==> config.mk <==
export PLATFORM = sky130hd
export DESIGN_NAME = ingress_fifo
export DESIGN_NICKNAME = d
export VERILOG_FILES = /design/src/axis_pkg.sv /design/src/ingress_fifo.sv
export SDC_FILE = /design/constraint.sdc
export NUM_CORES = 1
export LEC_CHECK = 0
export BUFFER_PORTS_ARGS = -buffer_cell sky130_fd_sc_hd__buf_2
export CAP_MARGIN = 0
export CORE_MARGIN = 8
export CORE_UTILIZATION = 60
export CTS_CLUSTER_SIZE = 8
export DETAILED_ROUTE_END_ITERATION = 12
export PLACE_DENSITY = 0.86
export REMOVE_ABC_BUFFERS = 1
export SLEW_MARGIN = 30
export SYNTH_ARGS = -nofsm -noshare
export SYNTH_HDL_FRONTEND = slang
export SYNTH_SLANG_ARGS = --single-unit
==> constraint.sdc <==
create_clock -name axi_aclk -period 11.8 [get_ports axi_aclk]
set_clock_uncertainty 0.15 [all_clocks]
set_input_delay 1.18 -clock axi_aclk [delete_from_list [all_inputs] [get_ports axi_aclk]]
set_output_delay 1.18 -clock axi_aclk [all_outputs]
set_load 0.005 [all_outputs]
==> src/axis_pkg.sv <==
// stream beat layout and ingress FIFO sizing
// fifo_addr_width must equal log2 of fifo_depth

package axis_pkg;

   localparam int data_width = 64;
   localparam int strb_width = data_width / 8;
   localparam int user_width = 32;

   // ingress buffer
   localparam int fifo_depth      = 16;
   localparam int fifo_addr_width = 4;
   localparam int fifo_slack      = 2;   // free entries left when tready drops

   // one AXI-Stream beat, 105 bits
   typedef struct packed {
      logic [data_width-1:0] data;
      logic [strb_width-1:0] strb;
      logic [user_width-1:0] user;
      logic                  last;
   } axis_beat_t;

endpackage

==> src/ingress_fifo.sv <==
// first-word-fall-through FIFO of stream beats
// in_ready drops while fewer than fifo_slack entries are free
// pop must only be raised while empty is low
`timescale 1ns/10ps

module ingress_fifo (
   input  logic                 axi_aclk,
   input  logic                 axi_resetn,
   input  axis_pkg::axis_beat_t in_beat,
   input  logic                 in_valid,
   output logic                 in_ready,
   input  logic                 pop,
   output axis_pkg::axis_beat_t head,
   output logic                 empty
);

   axis_pkg::axis_beat_t mem [axis_pkg::fifo_depth];

   logic [axis_pkg::fifo_addr_width-1:0] rd_ptr;
   logic [axis_pkg::fifo_addr_width-1:0] wr_ptr;
   logic [axis_pkg::fifo_addr_width:0]   count;
   logic                                 push;

   // nearly-full threshold
   assign in_ready = count <=
      (axis_pkg::fifo_addr_width + 1)'(axis_pkg::fifo_depth - axis_pkg::fifo_slack);
   assign push     = in_valid & in_ready;

   assign head  = mem[rd_ptr];   // fall-through head
   assign empty = (count == '0);

   // storage, no reset
   always_ff @(posedge axi_aclk) begin
      if (push) begin
         mem[wr_ptr] <= in_beat;
      end
   end

   always_ff @(posedge axi_aclk) begin
      if (!axi_resetn) begin
         rd_ptr <= '0;
         wr_ptr <= '0;
         count  <= '0;
      end else begin
         if (push) begin
            wr_ptr <= wr_ptr + 1'b1;   // wraps with the depth
         end
         if (pop) begin
            rd_ptr <= rd_ptr + 1'b1;
         end
         case ({push, pop})
            2'b10:   count <= count + 1'b1;
            2'b01:   count <= count - 1'b1;
            default: count <= count;   // none, or push and pop together
         endcase
      end
   end

endmodule

==> flow_summary.toml <==
[run_status]
status = "completed"

[synthesis]
synth.distinct_cells = 37
ys_seq_area_share_pct = 79.7
synth_edf_count = 1680
syn_inst = 2682
synth-seq-cells = 1697
synth.avg_cell_area_um2 = 23.7
ys.flop_type = "edfxtp_1"
yosys_warnings = 0
async_flop_share_pct = 0
syn_area_um2 = 63700

[sta]
setup_viol_count_final = 0
tns_ns = 0
whs_ns = 0.369
worst_pin_slew_ns = 1.20
fin_crit_ns = 6.01
rsz0062_at_grt = "false"
maxSlewHeadroom_pct = 19.9
timing.final.crit_share_pct = 51.0
drv_slew = 0
fmax_mhz = 166
hold_viol = 0

[critical_path]
r2r-end = "mem[6][95]$_DFFE_PP_"
start_kind = "register"
rr_worst_depth = 6
crit_chain = "buf_12 > buf_16 > buf_6 > mux4_2 > a22oi_1 > nand2_1 > buf_2"
slowest_stage = "dfxtp_4"
crit_type = "register to primary output"
max_stage_delay_ns = 0.91
rrSetupSlack_ns = 7.59
cp_data_required_time_ns = 10.47
crit_buf_inv = 4
cp_top_family = "buffers and inverters"
critPathCaptureType = "primary output"
cp_max_fo = 63
critPathArrivalTime_ns = 4.68
r2r_start = "count[2]$_SDFFE_PN0P_"

[die]
initial_utilization_pct = 60.5
rows = 119
die_w_um = 342
die_h_um = 342
ios = 216
core_um2 = 105000
die_area_um2 = 117000

[grt]
use_met3_pct = 6.92
antenna_found_initial = 32
overflow = 0
grt_most_used_layer = "met2"
grt_pass1_wl_mm = 231
first_global_vias = 33800
gr-usage-met1_pct = 35.1
grt_use_met2_pct = 45.8
track_usage_pct = 27.4
grt_max_degree = 152

[placed_design]
portBuffers = 215
dp_cells = 4178
dp_hpwl_mm = 67.9
gp_congestion = 0.719

[clocking]
cts_tree = "yes"
cts_hold_buf = 0
clockBufferDepth = 3
numCtsBuffers = 230
cts.sinks = 1697
cts_max_level = 4
root_buffer = "clkbuf_16"
clk_latency_ns = 0.81
cts_resized = 0
clk_pin_slew_ns = 0.05
post_cts.repair.setup_buffers = 0

[final_layout]
area_growth_syn_to_layout_pct = 14.1
instances_no_fill = 4463
fin_nets = 3140
layout-drive-gt1-share_pct = 31.0
fillers = 5826

[route]
vias_per_cell = 7.04
wirelength_mm = 161
drc = 0
wl_per_cell_um = 36.2
drt_iter0_markers = 4648
ant_nets = 0
dr.pass1.iters = 6
vias = 31400

[power_and_ir_drop]
peakVddDrop_uv = 193
p_per_area_nw_per_um2 = 191
power.leakage_nw = 22.9

[min_path]
hold_path.class = "register to register"
hold_path.startpoint = "rd_ptr[3]$_SDFFE_PN0P_"
hold_depth = 2

[flow_run]
drv_cap = 0
==> metrics by stage <==
step | utilization, % | setup slack, ns | instance area, um2 | power (mW)
6_report | 69.0 | 5.79 | 72700 | 13.9
3_5_place_dp | 63.0 | 6.43 | 66400 | 8.13
5_1_grt | 69.0 | 5.42 | 72600 | 14.2
3_3_place_gp | 63.0 | 6.45 | 66300 | 8.06
2_1_floorplan | - | -7.95 | 62900 | 8.05
4_1_cts | 68.9 | 5.52 | 72500 | 14.0
==> logic make-up after synthesis <==
kind of cell | after synthesis | synth area share (%)
flops | 1697 | 79.7
mux | 422 | 14.9
compound gates | 221 | 2.60
simple gates | 170 | 1.13
buf+inv | 154 | 1.34
xor+xnor | 9 | 0.124
fa+ha+maj | 9 | 0.177
==> layout make-up <==
class / instances / area (um2) / area share [%]
Inverter: 5 / 18.8 / 0.0258
Tap cell: 1391 / 1740 / 2.40
Timing Repair Buffer: 257 / 1690 / 2.33
Clock buffer: 244 / 5850 / 8.05
Clock inverter: 16 / 324 / 0.446
Antenna cell: 22 / 55.1 / 0.0758
Multi-Input combinational cell: 831 / 12200 / 16.8
Sequential cell: 1697 / 50800 / 69.9
==> report_power, final <==
part	switching (mW)	internal (mW)	total, mW	leakage [nW]
registers	0.0789	6.84	6.92	15.3
logic	0.664	0.466	1.13	4.63
clock network	2.39	3.46	5.85	3.01
==> metal layers <==
metal  part of all wire [%]  vias to the layer above  wire [um]
met5                  0.081                        -        130
met4                    3.2                       20       5120
met3                     11                      354      17700
met2                     52                     2406      83100
met1                     34                    16500      55300
li1                       -                    12100          -
==> worst max-delay path by stage <==
stage	endpoint	slack [ns]	depth (start not counted)
after floorplan	head[0]	-7.95	3
after global placement	head[56]	6.45	6
after detailed placement	head[86]	6.43	6
after CTS	head[78]	5.52	6
after global routing	head[56]	5.42	7
final	head[56]	5.79	7
==> cell usage after synthesis, types with 5 or more instances <==
master,number,share of area [%]
clkbuf_1,55,0.32
buf_6,24,0.42
nor3_1,5,0.039
nand2_1,113,0.67
xor2_1,6,0.083
mux4_2,420,15
buf_2,11,0.086
edfxtp_1,1680,79
buf_4,21,0.25
nor2_1,25,0.15
nand3_1,5,0.039
inv_1,5,0.029
ha_1,9,0.18
dfxtp_1,17,0.53
buf_1,37,0.22
a22oi_1,210,2.5
==> flip-flops by register name, indices dropped and copies added, names as in the netlist, named ones only <==
name / flops
count: 5
mem: 1680
rd_ptr: 4
wr_ptr: 4
==> worst reg2reg max path, stage by stage (launching register included) <==
cell and delay [ns]:
dfxtp_1 0.39, a41oi_2 0.31, and2_1 0.31, nand2_1 0.28, nor2_4 0.46, buf_4 0.88
buf_4 0.87
==> placed cells by master, fill, tap and decap left out, types with 3 or more instances in the layout <==
master | netlist | routed
a22oi_1 | 210 | 210
inv_1 | 5 | 5
nand4b_1 | 3 | 3
ha_1 | 9 | 9
buf_4 | 21 | 16
nand2_1 | 113 | 113
buf_12 | 0 | 16
o21ai_0 | 3 | 3
nand2b_1 | 4 | 4
mux4_2 | 420 | 420
diode_2 | 0 | 22
nor2_1 | 25 | 12
clkbuf_16 | 0 | 232
buf_2 | 11 | 215
clkinv_16 | 0 | 7
nand4_1 | 3 | 3
inv_16 | 0 | 3
xor2_1 | 6 | 6
nor3_2 | 0 | 4
buf_6 | 24 | 6
clkbuf_1 | 55 | 12
edfxtp_1 | 1680 | 1680
buf_16 | 0 | 4
nand3_1 | 5 | 5
xnor2_1 | 3 | 3
nor2_4 | 0 | 13
dfxtp_1 | 17 | 15
No activity file was read; power rests on OpenSTA's default activity.
