===== config.mk =====
export PLATFORM = sky130hd
export DESIGN_NAME = egress_stage
export DESIGN_NICKNAME = d
export VERILOG_FILES = /design/src/axis_pkg.sv /design/src/ualink_pkg.sv /design/src/egress_stage.sv
export SDC_FILE = /design/constraint.sdc
export NUM_CORES = 1
export LEC_CHECK = 0
export ABC_AREA = 1
export BUFFER_PORTS_ARGS = -buffer_cell sky130_fd_sc_hd__buf_2
export CAP_MARGIN = 5
export CORE_AREA = 2 2 110 112
export CTS_BUF_LIST = sky130_fd_sc_hd__clkbuf_4
export DETAILED_ROUTE_END_ITERATION = 7
export DIE_AREA = 0 0 112 114
export PLACE_DENSITY_LB_ADDON = 0.3
export SLEW_MARGIN = 0
export SYNTH_ARGS = -nofsm -noshare
export SYNTH_HDL_FRONTEND = slang
export SYNTH_SLANG_ARGS = --single-unit

===== constraint.sdc =====
create_clock -name axi_aclk -period 17.3 [get_ports axi_aclk]
set_input_delay 0 -clock axi_aclk [delete_from_list [all_inputs] [get_ports axi_aclk]]
set_output_delay 0 -clock axi_aclk [all_outputs]
set_load 0.01 [all_outputs]

===== src/axis_pkg.sv =====
// stream beat layout and ingress FIFO sizing
// fifo_addr_width must equal log2 of fifo_depth

package axis_pkg;

   localparam int data_width = 64;
   localparam int strb_width = data_width / 8;
   localparam int user_width = 32;

   // ingress buffer
   localparam int fifo_depth      = 16;
   localparam int fifo_addr_width = 4;
   localparam int fifo_slack      = 2;   // free entries left when tready drops

   // one AXI-Stream beat, 105 bits
   typedef struct packed {
      logic [data_width-1:0] data;
      logic [strb_width-1:0] strb;
      logic [user_width-1:0] user;
      logic                  last;
   } axis_beat_t;

endpackage


===== src/ualink_pkg.sv =====
// command format and buffer memory types for the packet engine
// a command covers at most burst_len data beats after the header

package ualink_pkg;

   localparam int mem_addr_width = 8;
   localparam int mem_depth      = 1 << mem_addr_width;
   localparam int burst_len      = 8;

   localparam logic [15:0] op_write = 16'h0245;
   localparam logic [15:0] op_read  = 16'h0145;

   typedef logic [mem_addr_width-1:0]        mem_addr_t;
   typedef logic [axis_pkg::data_width-1:0]  mem_word_t;

   // beat index within a packet, saturates one past the burst
   typedef logic [3:0] beat_idx_t;

   // header word, opcode in 63:48 and start address in 47:40
   typedef struct packed {
      logic [15:0] opcode;
      mem_addr_t   addr;
      logic [39:0] reserved;
   } cmd_hdr_t;

   // beat 0 is read as hdr, every other beat as raw
   typedef union packed {
      mem_word_t raw;
      cmd_hdr_t  hdr;
   } beat_word_u;

   // write port request, 73 bits
   typedef struct packed {
      logic      en;
      mem_addr_t addr;
      mem_word_t data;
   } mem_wr_t;

endpackage


===== src/egress_stage.sv =====
// one-beat output register on the master stream
// substituted beats take their data from the memory read one cycle after the pop
`timescale 1ns/10ps

module egress_stage (
   input  logic                  axi_aclk,
   input  logic                  axi_resetn,
   input  axis_pkg::axis_beat_t  head,
   input  logic                  empty,
   output logic                  pop,
   input  logic                  subst,
   input  ualink_pkg::mem_word_t rd_data,
   output axis_pkg::axis_beat_t  out_beat,
   output logic                  out_valid,
   input  logic                  out_ready
);

   axis_pkg::axis_beat_t beat_q;
   logic                 subst_q;

   // refill when the register is free or drains this cycle
   assign pop = !empty && (!out_valid || out_ready);

   always_ff @(posedge axi_aclk) begin
      if (!axi_resetn) begin
         out_valid <= 1'b0;
         subst_q   <= 1'b0;
      end else if (pop) begin
         out_valid <= 1'b1;
         subst_q   <= subst;
      end else if (out_ready) begin
         out_valid <= 1'b0;
      end
   end

   always_ff @(posedge axi_aclk) begin
      if (pop) begin
         beat_q <= head;
      end
   end

   // strb, user and last always come from the packet
   always_comb begin
      out_beat = beat_q;
      if (subst_q) begin
         out_beat.data = rd_data;
      end
   end

endmodule


==> impl.org <==
** Timing
- Total count of hold-check failures in the final report :: 0
- In the final timing run, aggregate negative setup slack is 0 ns.
- Final hold analysis gives a worst-case slack of around 0.25 ns.
- After layout, the minimum clock period comes to 2.43 ns.
- Number of endpoints failing setup at the final stage :: 0
- Setup repair after global routing left no endpoint under its margin.
- Timing-limited maximum frequency :: 0.411 GHz
- Total count of max-transition violations in the final report :: 0
- Worst Tran Pin Value :: between 1 and 1.5 ns
- Headroom to the max-slew limit came out at 0.254.
- Clock Skews :: about 0.023 ns
- Of the available clock period, the critical path in the final layout requires 0.141.

** Setup path
- Arrival time at the worst endpoint :: approximately 2.4 ns
- Type of origin of the critical path :: flip-flop
- Top fanout value on the critical path :: 67
- Crit path kind :: reg -> out
- STA classifies the critical path endpoint as a primary output.
- Required time at the endpoint of the critical path :: 17.30 ns

** Drt
- Via count :: approximately 3,200
- Residual antenna-violating net count after detailed routing :: 0
- After detailed routing, the average wire length per cell comes to 14.9 um.
- For this run, the detailed router's first-pass iteration total came to 4.
- DRC violation count after routing :: 0
- After the first detailed-routing iteration, the DRC count stood at 59.
- Vias per cell :: 4.32
- The routed design has 11.0 mm of wire.

** Floorplan
- Die Outline Area :: roughly 13,000 um^2
- The initial utilization of the core area, before any placement, comes to 0.386.
- Number of I/O pins :: ~280
- The region available for standard cell placement spans 11,700 um^2.
- In this run the vertical extent of the chip is 114 um.
- Num rows :: 40
- Floorplan die width :: ~110 um

** Clock tree
- After clock tree synthesis, the clock-pin slew on the worst setup and hold paths is 0.17 ns.
- Counting along the longest clock path gives a buffer depth of 2.
- After clock tree synthesis, the setup repair step added 0 buffers.
- H-tree lvl count :: 3
- Clock tree synthesis inserted a total of 9 buffers.
- Total number of clock tree sinks :: 107
- Clk root buf :: clkbuf_4
- The later pin in the worst-skew pair is clocked with a latency of 0.45 ns.
- CTS tree :: built

** Pwr
- Power per standard cell area :: slightly below 80 nW/um^2
- Of the total power, registers draw 0.568.
- Internal power comes to 0.411 mW.
- Switching power :: 0.129 mW
- The worst-case IR drop observed on VDD is between 40 and 50 uV.
- The share of total power dissipated in combinational logic is 0.196.
- Net switching fraction of the power :: 0.239
- Leakage power total :: between 3 and 4 nW
- Clock network fraction of design power :: 0.236

** Logic synthesis
- Syn Area/Cell :: about 20 um^2
- The synthesized design contains roughly 110 register bits.
- Of the synthesized area, sequential elements account for 0.706.
- Number of distinct library cells after synthesis :: 13
- Yosys printed 0 warnings.
- In this run the cell area of the synthesized design comes to roughly 4500 um^2.
- Post-Syn Nets :: about 400
- Synthesis produced 229 cells.

** Flow run
- Across the run, the number of max-cap violations was 0.

** Global route
- Gr ovfl total :: 0
- Via count of the first global-routing pass :: 3,341
- Across every metal layer, demand over resource in global routing totals 0.161.
- The first global-routing pass estimated between 15 and 20 mm of wire.
- Entering global routing, the biggest net connects a little under 70 pins.
- The number of antenna violations at the first check in global routing is 0.

** Layout
- Multi-input gate area in the final layout :: 950 um^2
- In the final layout, the share of cells above drive strength 1 is 0.617.
- Number of nets in the final layout :: around 760
- Area overhead of the layout relative to synthesis :: 55.0%
- Ant diodes :: 0
- The sequential cells in the finished layout cover a total of roughly 3200 um^2.
- After filler insertion, the fill cell instance count of the layout stands at 926.

** Placement
- # port buffers :: 280
- The congestion estimate from routability-driven global placement came to about 0.73.
- DP Wirelength :: between 6 and 7 mm

** Min path
- Worst hold path class :: in -> reg

** Run status
- The run finished with clean final reports.
## critical path, stage by stage (launching register included)
cell	delay (ns)
dfxtp_1	0.38
a21oi_4	0.14
buf_4	0.42
buf_4	0.73
buf_2	0.27
## cell families (layout without fill, tap and decap cells)
| logic type | after synthesis | count (layout) | synth area share |
|---|---|---|---|
| buf+inv | 51 | 412 | 0.0866 |
| mux | 64 | 64 | 0.200 |
| simple gates | 4 | 4 | 0.00359 |
| compound gates | 3 | 3 | 0.00387 |
| flops | 107 | 107 | 0.706 |
## area by class of cell
type | instances | share of cell area
Clock buffer | 9 | 0.00964
Tap cell | 147 | 0.0262
Inverter | 3 | 0.00161
Clock inverter | 7 | 0.0107
Multi-Input combinational cell | 71 | 0.135
Sequential cell | 107 | 0.456
Timing Repair Buffer | 393 | 0.360
## cell usage in the layout (no fill, tap or decap), drive strengths merged
cell / n
nand2: 2
clkbuf: 9
clkinvlp: 2
inv: 5
a21boi: 1
a21oi: 2
dlygate4sd3: 110
bufinv: 1
nor2: 1
mux2: 64
clkinv: 2
nand3: 1
edfxtp: 105
buf: 283
dfxtp: 2
## per-layer routing
| metal | vias up | GRT usage | wire, um |
|---|---|---|---|
| met5 | - | 0 | 0 |
| met4 | 0 | 0.0642 | 180 |
| met3 | 12 | 0.0478 | 1020 |
| met2 | 167 | 0.303 | 5910 |
| met1 | 1473 | 0.169 | 3890 |
| li1 | 1532 | - | - |
## registers in the layout (all words and copies together) (netlist names)
signal,cells
subst_q,1
beat_q,64
out_beat,41
out_valid,1
## final timing paths
kind | startpoint | depth (start not counted) | endpoint | slack [ns]
max | out_valid$_SDFFE_PN0P_ | 4 | pop | 14.87
min | head[25] | 2 | out_beat[25]$_DFFE_PP_ | 0.25
max reg2reg | out_valid$_SDFFE_PN0P_ | 3 | beat_q[98]$_DFFE_PP_ | 15.22
min reg2reg | out_valid$_SDFFE_PN0P_ | 2 | beat_q[94]$_DFFE_PP_ | 0.96
## Yosys cell counts
cell type	count	area, um^2
a21oi_1	2	10.0
edfxtp_1	105	3150
nand2_1	2	7.51
inv_1	3	11.3
a21boi_0	1	7.51
nor2_1	1	3.75
buf_2	1	5.00
buf_4	41	308
nand3_1	1	5.00
mux2_4	49	736
mux2_2	15	169
buf_6	6	67.6
dfxtp_1	2	40.0
## power groups by stage
| stage | clock network [mW] | registers [mW] | logic [mW] |
|---|---|---|---|
| final | 0.127 | 0.307 | 0.106 |
| after global routing | 0.140 | 0.308 | 0.114 |
| after CTS | 0.131 | 0.307 | 0.106 |
| after detailed placement | 0 | 0.313 | 0.0859 |
| after global placement | 0 | 0.312 | 0.0847 |
| after floorplan | 0 | 0.314 | 0.0527 |
## stage by stage
| step | total power, mW | instances | cell area (um^2) | setup slack [ns] | util |
|---|---|---|---|---|---|
| after global routing | 0.562 | 737 | 7010 | 14.65 | 0.599 |
| after CTS | 0.543 | 737 | 7010 | 14.79 | 0.599 |
| after floorplan | 0.367 | 229 | 4520 | 11.10 | - |
| final | 0.540 | 737 | 7010 | 14.87 | 0.599 |
| after detailed placement | 0.398 | 611 | 5770 | 15.19 | 0.492 |
| after global placement | 0.397 | 611 | 5770 | 15.26 | 0.492 |
## repair_timing
| action | 4_1_cts | 5_1_grt |
|---|---|---|
| setup endpoints to repair | 0 | 0 |
| gates resized for setup | 0 | 0 |
| hold buffers | 110 | 0 |
| hold endpoints to repair | 107 | 0 |
(Power assumes the default switching activity.)
