**config.mk**
```make
export PLATFORM = sky130hd
export DESIGN_NAME = command_decoder
export DESIGN_NICKNAME = d
export VERILOG_FILES = /design/src/axis_pkg.sv /design/src/ualink_pkg.sv /design/src/command_decoder.sv
export SDC_FILE = /design/constraint.sdc
export NUM_CORES = 1
export LEC_CHECK = 0
export ABC_AREA = 1
export BUFFER_PORTS_ARGS = -buffer_cell sky130_fd_sc_hd__buf_2
export CAP_MARGIN = 40
export CORE_AREA = 2 2 74 76
export DETAILED_ROUTE_END_ITERATION = 6
export DIE_AREA = 0 0 76 78
export PLACE_DENSITY = 0.81
export SLEW_MARGIN = 20
export SYNTH_ARGS = -nofsm -noshare
export SYNTH_HDL_FRONTEND = slang
export SYNTH_SLANG_ARGS = --single-unit
```
**constraint.sdc**
```tcl
create_clock -name axi_aclk -period 3.62 [get_ports axi_aclk]
set_input_delay 0.362 -clock axi_aclk [delete_from_list [all_inputs] [get_ports axi_aclk]]
set_output_delay 0.362 -clock axi_aclk [all_outputs]
set_load 0.05 [all_outputs]
```
**src/axis_pkg.sv**
```systemverilog
// stream beat layout and ingress FIFO sizing
// fifo_addr_width must equal log2 of fifo_depth

package axis_pkg;

   localparam int data_width = 64;
   localparam int strb_width = data_width / 8;
   localparam int user_width = 32;

   // ingress buffer
   localparam int fifo_depth      = 16;
   localparam int fifo_addr_width = 4;
   localparam int fifo_slack      = 2;   // free entries left when tready drops

   // one AXI-Stream beat, 105 bits
   typedef struct packed {
      logic [data_width-1:0] data;
      logic [strb_width-1:0] strb;
      logic [user_width-1:0] user;
      logic                  last;
   } axis_beat_t;

endpackage

```
**src/ualink_pkg.sv**
```systemverilog
// command format and buffer memory types for the packet engine
// a command covers at most burst_len data beats after the header

package ualink_pkg;

   localparam int mem_addr_width = 8;
   localparam int mem_depth      = 1 << mem_addr_width;
   localparam int burst_len      = 8;

   localparam logic [15:0] op_write = 16'h0245;
   localparam logic [15:0] op_read  = 16'h0145;

   typedef logic [mem_addr_width-1:0]        mem_addr_t;
   typedef logic [axis_pkg::data_width-1:0]  mem_word_t;

   // beat index within a packet, saturates one past the burst
   typedef logic [3:0] beat_idx_t;

   // header word, opcode in 63:48 and start address in 47:40
   typedef struct packed {
      logic [15:0] opcode;
      mem_addr_t   addr;
      logic [39:0] reserved;
   } cmd_hdr_t;

   // beat 0 is read as hdr, every other beat as raw
   typedef union packed {
      mem_word_t raw;
      cmd_hdr_t  hdr;
   } beat_word_u;

   // write port request, 73 bits
   typedef struct packed {
      logic      en;
      mem_addr_t addr;
      mem_word_t data;
   } mem_wr_t;

endpackage

```
**src/command_decoder.sv**
```systemverilog
// decodes each popped packet by beat index, no added latency
// beat 0 is the header, beats 1 to burst_len hit the buffer memory
// rd_addr holds its last value between pops so read data stays put
`timescale 1ns/10ps

module command_decoder (
   input  logic                  axi_aclk,
   input  logic                  axi_resetn,
   input  logic                  pop,
   input  axis_pkg::axis_beat_t  head,
   output logic                  subst,
   output ualink_pkg::mem_addr_t rd_addr,
   output ualink_pkg::mem_wr_t   mem_wr
);

   ualink_pkg::beat_idx_t  beat_idx;
   ualink_pkg::beat_word_u word;
   ualink_pkg::mem_addr_t  start_addr;
   ualink_pkg::mem_addr_t  burst_addr;
   ualink_pkg::mem_addr_t  rd_addr_q;
   logic                   is_wr;
   logic                   is_rd;
   logic                   in_burst;

   assign word = head.data;

   // beats 1..burst_len of the current packet
   assign in_burst = pop && (beat_idx != '0) &&
                     (beat_idx <= ualink_pkg::beat_idx_t'(ualink_pkg::burst_len));

   // start plus index minus one, wraps modulo memory depth
   assign burst_addr = start_addr + ualink_pkg::mem_addr_t'(beat_idx - 1'b1);

   always_comb begin
      mem_wr.en   = in_burst & is_wr;
      mem_wr.addr = burst_addr;
      mem_wr.data = head.data;
   end

   assign subst   = in_burst & is_rd;
   assign rd_addr = subst ? burst_addr : rd_addr_q;

   // beat counter and header capture
   always_ff @(posedge axi_aclk) begin
      if (!axi_resetn) begin
         beat_idx <= '0;
         is_wr    <= 1'b0;
         is_rd    <= 1'b0;
      end else if (pop) begin
         if (beat_idx == '0) begin
            is_wr <= (word.hdr.opcode == ualink_pkg::op_write);
            is_rd <= (word.hdr.opcode == ualink_pkg::op_read);
         end
         if (head.last) begin
            beat_idx <= '0;   // next pop is a header
         end else if (beat_idx != ualink_pkg::beat_idx_t'(ualink_pkg::burst_len + 1)) begin
            beat_idx <= beat_idx + 1'b1;
         end
      end
   end

   always_ff @(posedge axi_aclk) begin
      if (pop && (beat_idx == '0)) begin
         start_addr <= word.hdr.addr;
      end
      if (subst) begin
         rd_addr_q <= burst_addr;   // keep last read address
      end
   end

endmodule

```
==> flow_summary.json <==
{
  "status": "finished clean",
  "switching_share": 0.4792,
  "maxCapViolCount": 0,
  "synth_edf_count": 8,
  "hp-start": "head[85]",
  "place_ws_ns": 0.9056,
  "drive_gt1_frac": 0.3374,
  "worst_pin_slew_ns": 0.6921,
  "seqCellArea_um2": 520.5,
  "routed_wl_um": 3340,
  "cts_resized": 0,
  "dominantRegCellSynth": "dfxtp_1",
  "p_per_area_mw_per_mm2": 626.2,
  "grt_pass1_vias": 1363,
  "grt_antenna_before_repair": 0,
  "syn_nets": 353,
  "syn_avg_cell_area_um2": 7.684,
  "synth.most_common_cell": "buf_4",
  "fin_nets": 363,
  "die_area_mm2": 0.005928,
  "startpoint": "beat_idx[0]",
  "diodes": 0,
  "yosysSeqAreaShare": 0.2895,
  "hold_viol_final": 0,
  "io_buffer_count": 69,
  "synthArstFlopShare": 0,
  "final_cell_area_mm2": 0.001822,
  "yosys.area.top_type": "buf_4",
  "grt-ovfl-total": 0,
  "timing.rr.start": "beat_idx[0]",
  "rows": 26,
  "min_period_over_period": 0.8295,
  "r2r_slack_ns": 1.45,
  "cts_setup_buffers": 0,
  "drc": 0,
  "ys_warn_count": 0,
  "required_ns": 3.26,
  "crit_type": "reg2out",
  "crit_chain": "inv_1 > ha_1 > xor2_1 > ha_1 > or2_2 > nand2_1 > xor2_1 > nand2_1 > nand2_1 > buf_2",
  "syn_to_final_growth_pct": 1.322,
  "seq_power_share": 0.284,
  "cp_max_fo": 5,
  "first_iter_violations": 32,
  "grt_max_degree": 14,
  "setup-violations-final": 0,
  "irDropWorstVdd_mv": 0.2277,
  "synthTopCellsByArea": "buf_4 (27%), dfxtp_1 (16%), edfxtp_1 (13%)",
  "p_int_uw": 594.1,
  "cts.sinks": 22,
  "max_freq_ghz": 0.3330,
  "netlist.area_leader.share": 0.2672,
  "final_cells": 313,
  "period_minus_slack_ns": 3.003,
  "fin_skew_ns": 0.003736,
  "cts.clk_slew.worst_paths_ns": 0.08,
  "cp-end-kind": "primary output",
  "wl_per_cell_um": 10.67,
  "netSwitchingPower_uw": 546.6,
  "nFillCells": 517,
  "routed_via_density": 4.345,
  "root_buffer": "clkbuf_8",
  "crit_path_frequent_cell": "nand2_1",
  "globalplace.congestion": 0.8230,
  "syn-cell-area_mm2": 0.001798,
  "track_usage": 0.1156,
  "rsz0062_at_grt": "no",
  "dp_hpwl_um": 2767,
  "netlist_instances": 234,
  "critPathLaunchType": "register",
  "grt_pass1_wl_um": 5678,
  "design.core.area_mm2": 0.005042,
  "vias": 1360,
  "fin_setup_tns_ns": 0,
  "combPwrFrac": 0.515,
  "maxSlewViolCount": 0,
  "synthTopCellsByCount": "buf_4 (64), nand2_1 (56), inv_1 (21)",
  "clkLatencyLatePin_ns": 0.26,
  "cts_hold_buf": 0,
  "max_stage_delay_ns": 0.41,
  "firstDrtPassIters": 4,
  "ant_nets": 0,
  "power.total_mw": 1.141,
  "dp.cells": 309,
  "synth_seq_cells": 22,
  "clockBufferDepth": 2,
  "cts-buffers-inserted": 3,
  "cts_tree": "done",
  "synth_cell_type_count": 24,
  "pwr-share-clk": 0.201,
  "boundaryPins": 190,
  "leakagePower_nw": 0.9403,
  "fp.dieH_um": 78,
  "start_util": 0.3566,
  "slowest_stage": "dfxtp_1",
  "multi_input_area_um2": 709.4,
  "placed_area_mm2": 0.001750,
  "timing.final.ws_setup_ns": 0.6173,
  "slew_headroom": 0.5369,
  "crit_arrival_ns": 2.64,
  "min_path_type": "in2reg",
  "die_w_um": 76,
  "h-tree-depth": 1
}
## worst paths after layout
| check | end | depth (start not counted) |
|---|---|---|
| hold reg to reg | rd_addr_q[1] | 2 |
| setup / recovery | rd_addr[3] | 10 |
| setup reg to reg | rd_addr_q[3] | 9 |
| hold / removal | start_addr[4] | 1 |
## worst max-delay path: cells and delay by family, from the launching register on
| kind | cells | cell delay, ns |
|---|---|---|
| fa+ha+maj | 2 | 0.62 |
| simple gates | 4 | 0.56 |
| flops | 1 | 0.41 |
| buf+inv | 2 | 0.38 |
| xor+xnor | 2 | 0.41 |
## registers in the layout, indices dropped and copies added (netlist names)
signal,cells
start_addr,8
beat_idx,4
is_rd,1
is_wr,1
rd_addr_q,8
## final cells by class
| type | count | area share |
|---|---|---|
| clock buffer | 3 | 0.02266 |
| clock inverter | 1 | 0.01648 |
| inverter | 22 | 0.04808 |
| multi-input combinational | 126 | 0.3894 |
| sequential | 22 | 0.2857 |
| tap | 70 | 0.04808 |
| timing repair buffer | 69 | 0.1896 |
## power by group through the flow
stage          logic [mW]  registers [mW]  clock network [mW]
2_1_floorplan       0.602           0.327                   0
3_5_place_dp        0.589           0.330                   0
3_3_place_gp        0.580           0.330                   0
5_1_grt             0.632           0.333               0.252
6_report            0.587           0.324               0.229
4_1_cts             0.591           0.324               0.237
## cell usage in the layout (no fill, tap or decap), types with 3 or more instances in the layout
cell type,instances
a21oi_1,7
and2_1,3
buf_2,69
clkbuf_8,3
dfxtp_1,14
edfxtp_1,8
ha_1,10
inv_1,21
nand2_1,56
nand3_1,10
nand3_2,3
nand3b_1,4
nor2_1,15
o21ai_0,4
xor2_1,4
## routing by layer
layer / vias up / wire, µm / global-route usage
li1: 691 / - / -
met1: 587 / 1412 / 0.1279
met2: 68 / 1593 / 0.2179
met3: 14 / 260 / 0.02326
met4: 0 / 75 / 0.04364
met5: - / 0 / 0
## metrics by stage
step                hold slack [ns]  utilization
floorplan                    0.4448            -
global placement             0.4303       0.3471
detailed placement           0.4312       0.3471
CTS                          0.2764       0.3613
global route                 0.2659       0.3613
finish                       0.2845       0.3613
## kinds of logic after synthesis
group                      share of synthesized area
and+or+nand+nor                               0.2589
xor gates and xnor gates                     0.02436
adders and majority gates                    0.08072
AOI/OAI and AO/OA                            0.03062
buffers and inverters                         0.3159
DFF                                           0.2895
Power figures use the tool's default switching activity.
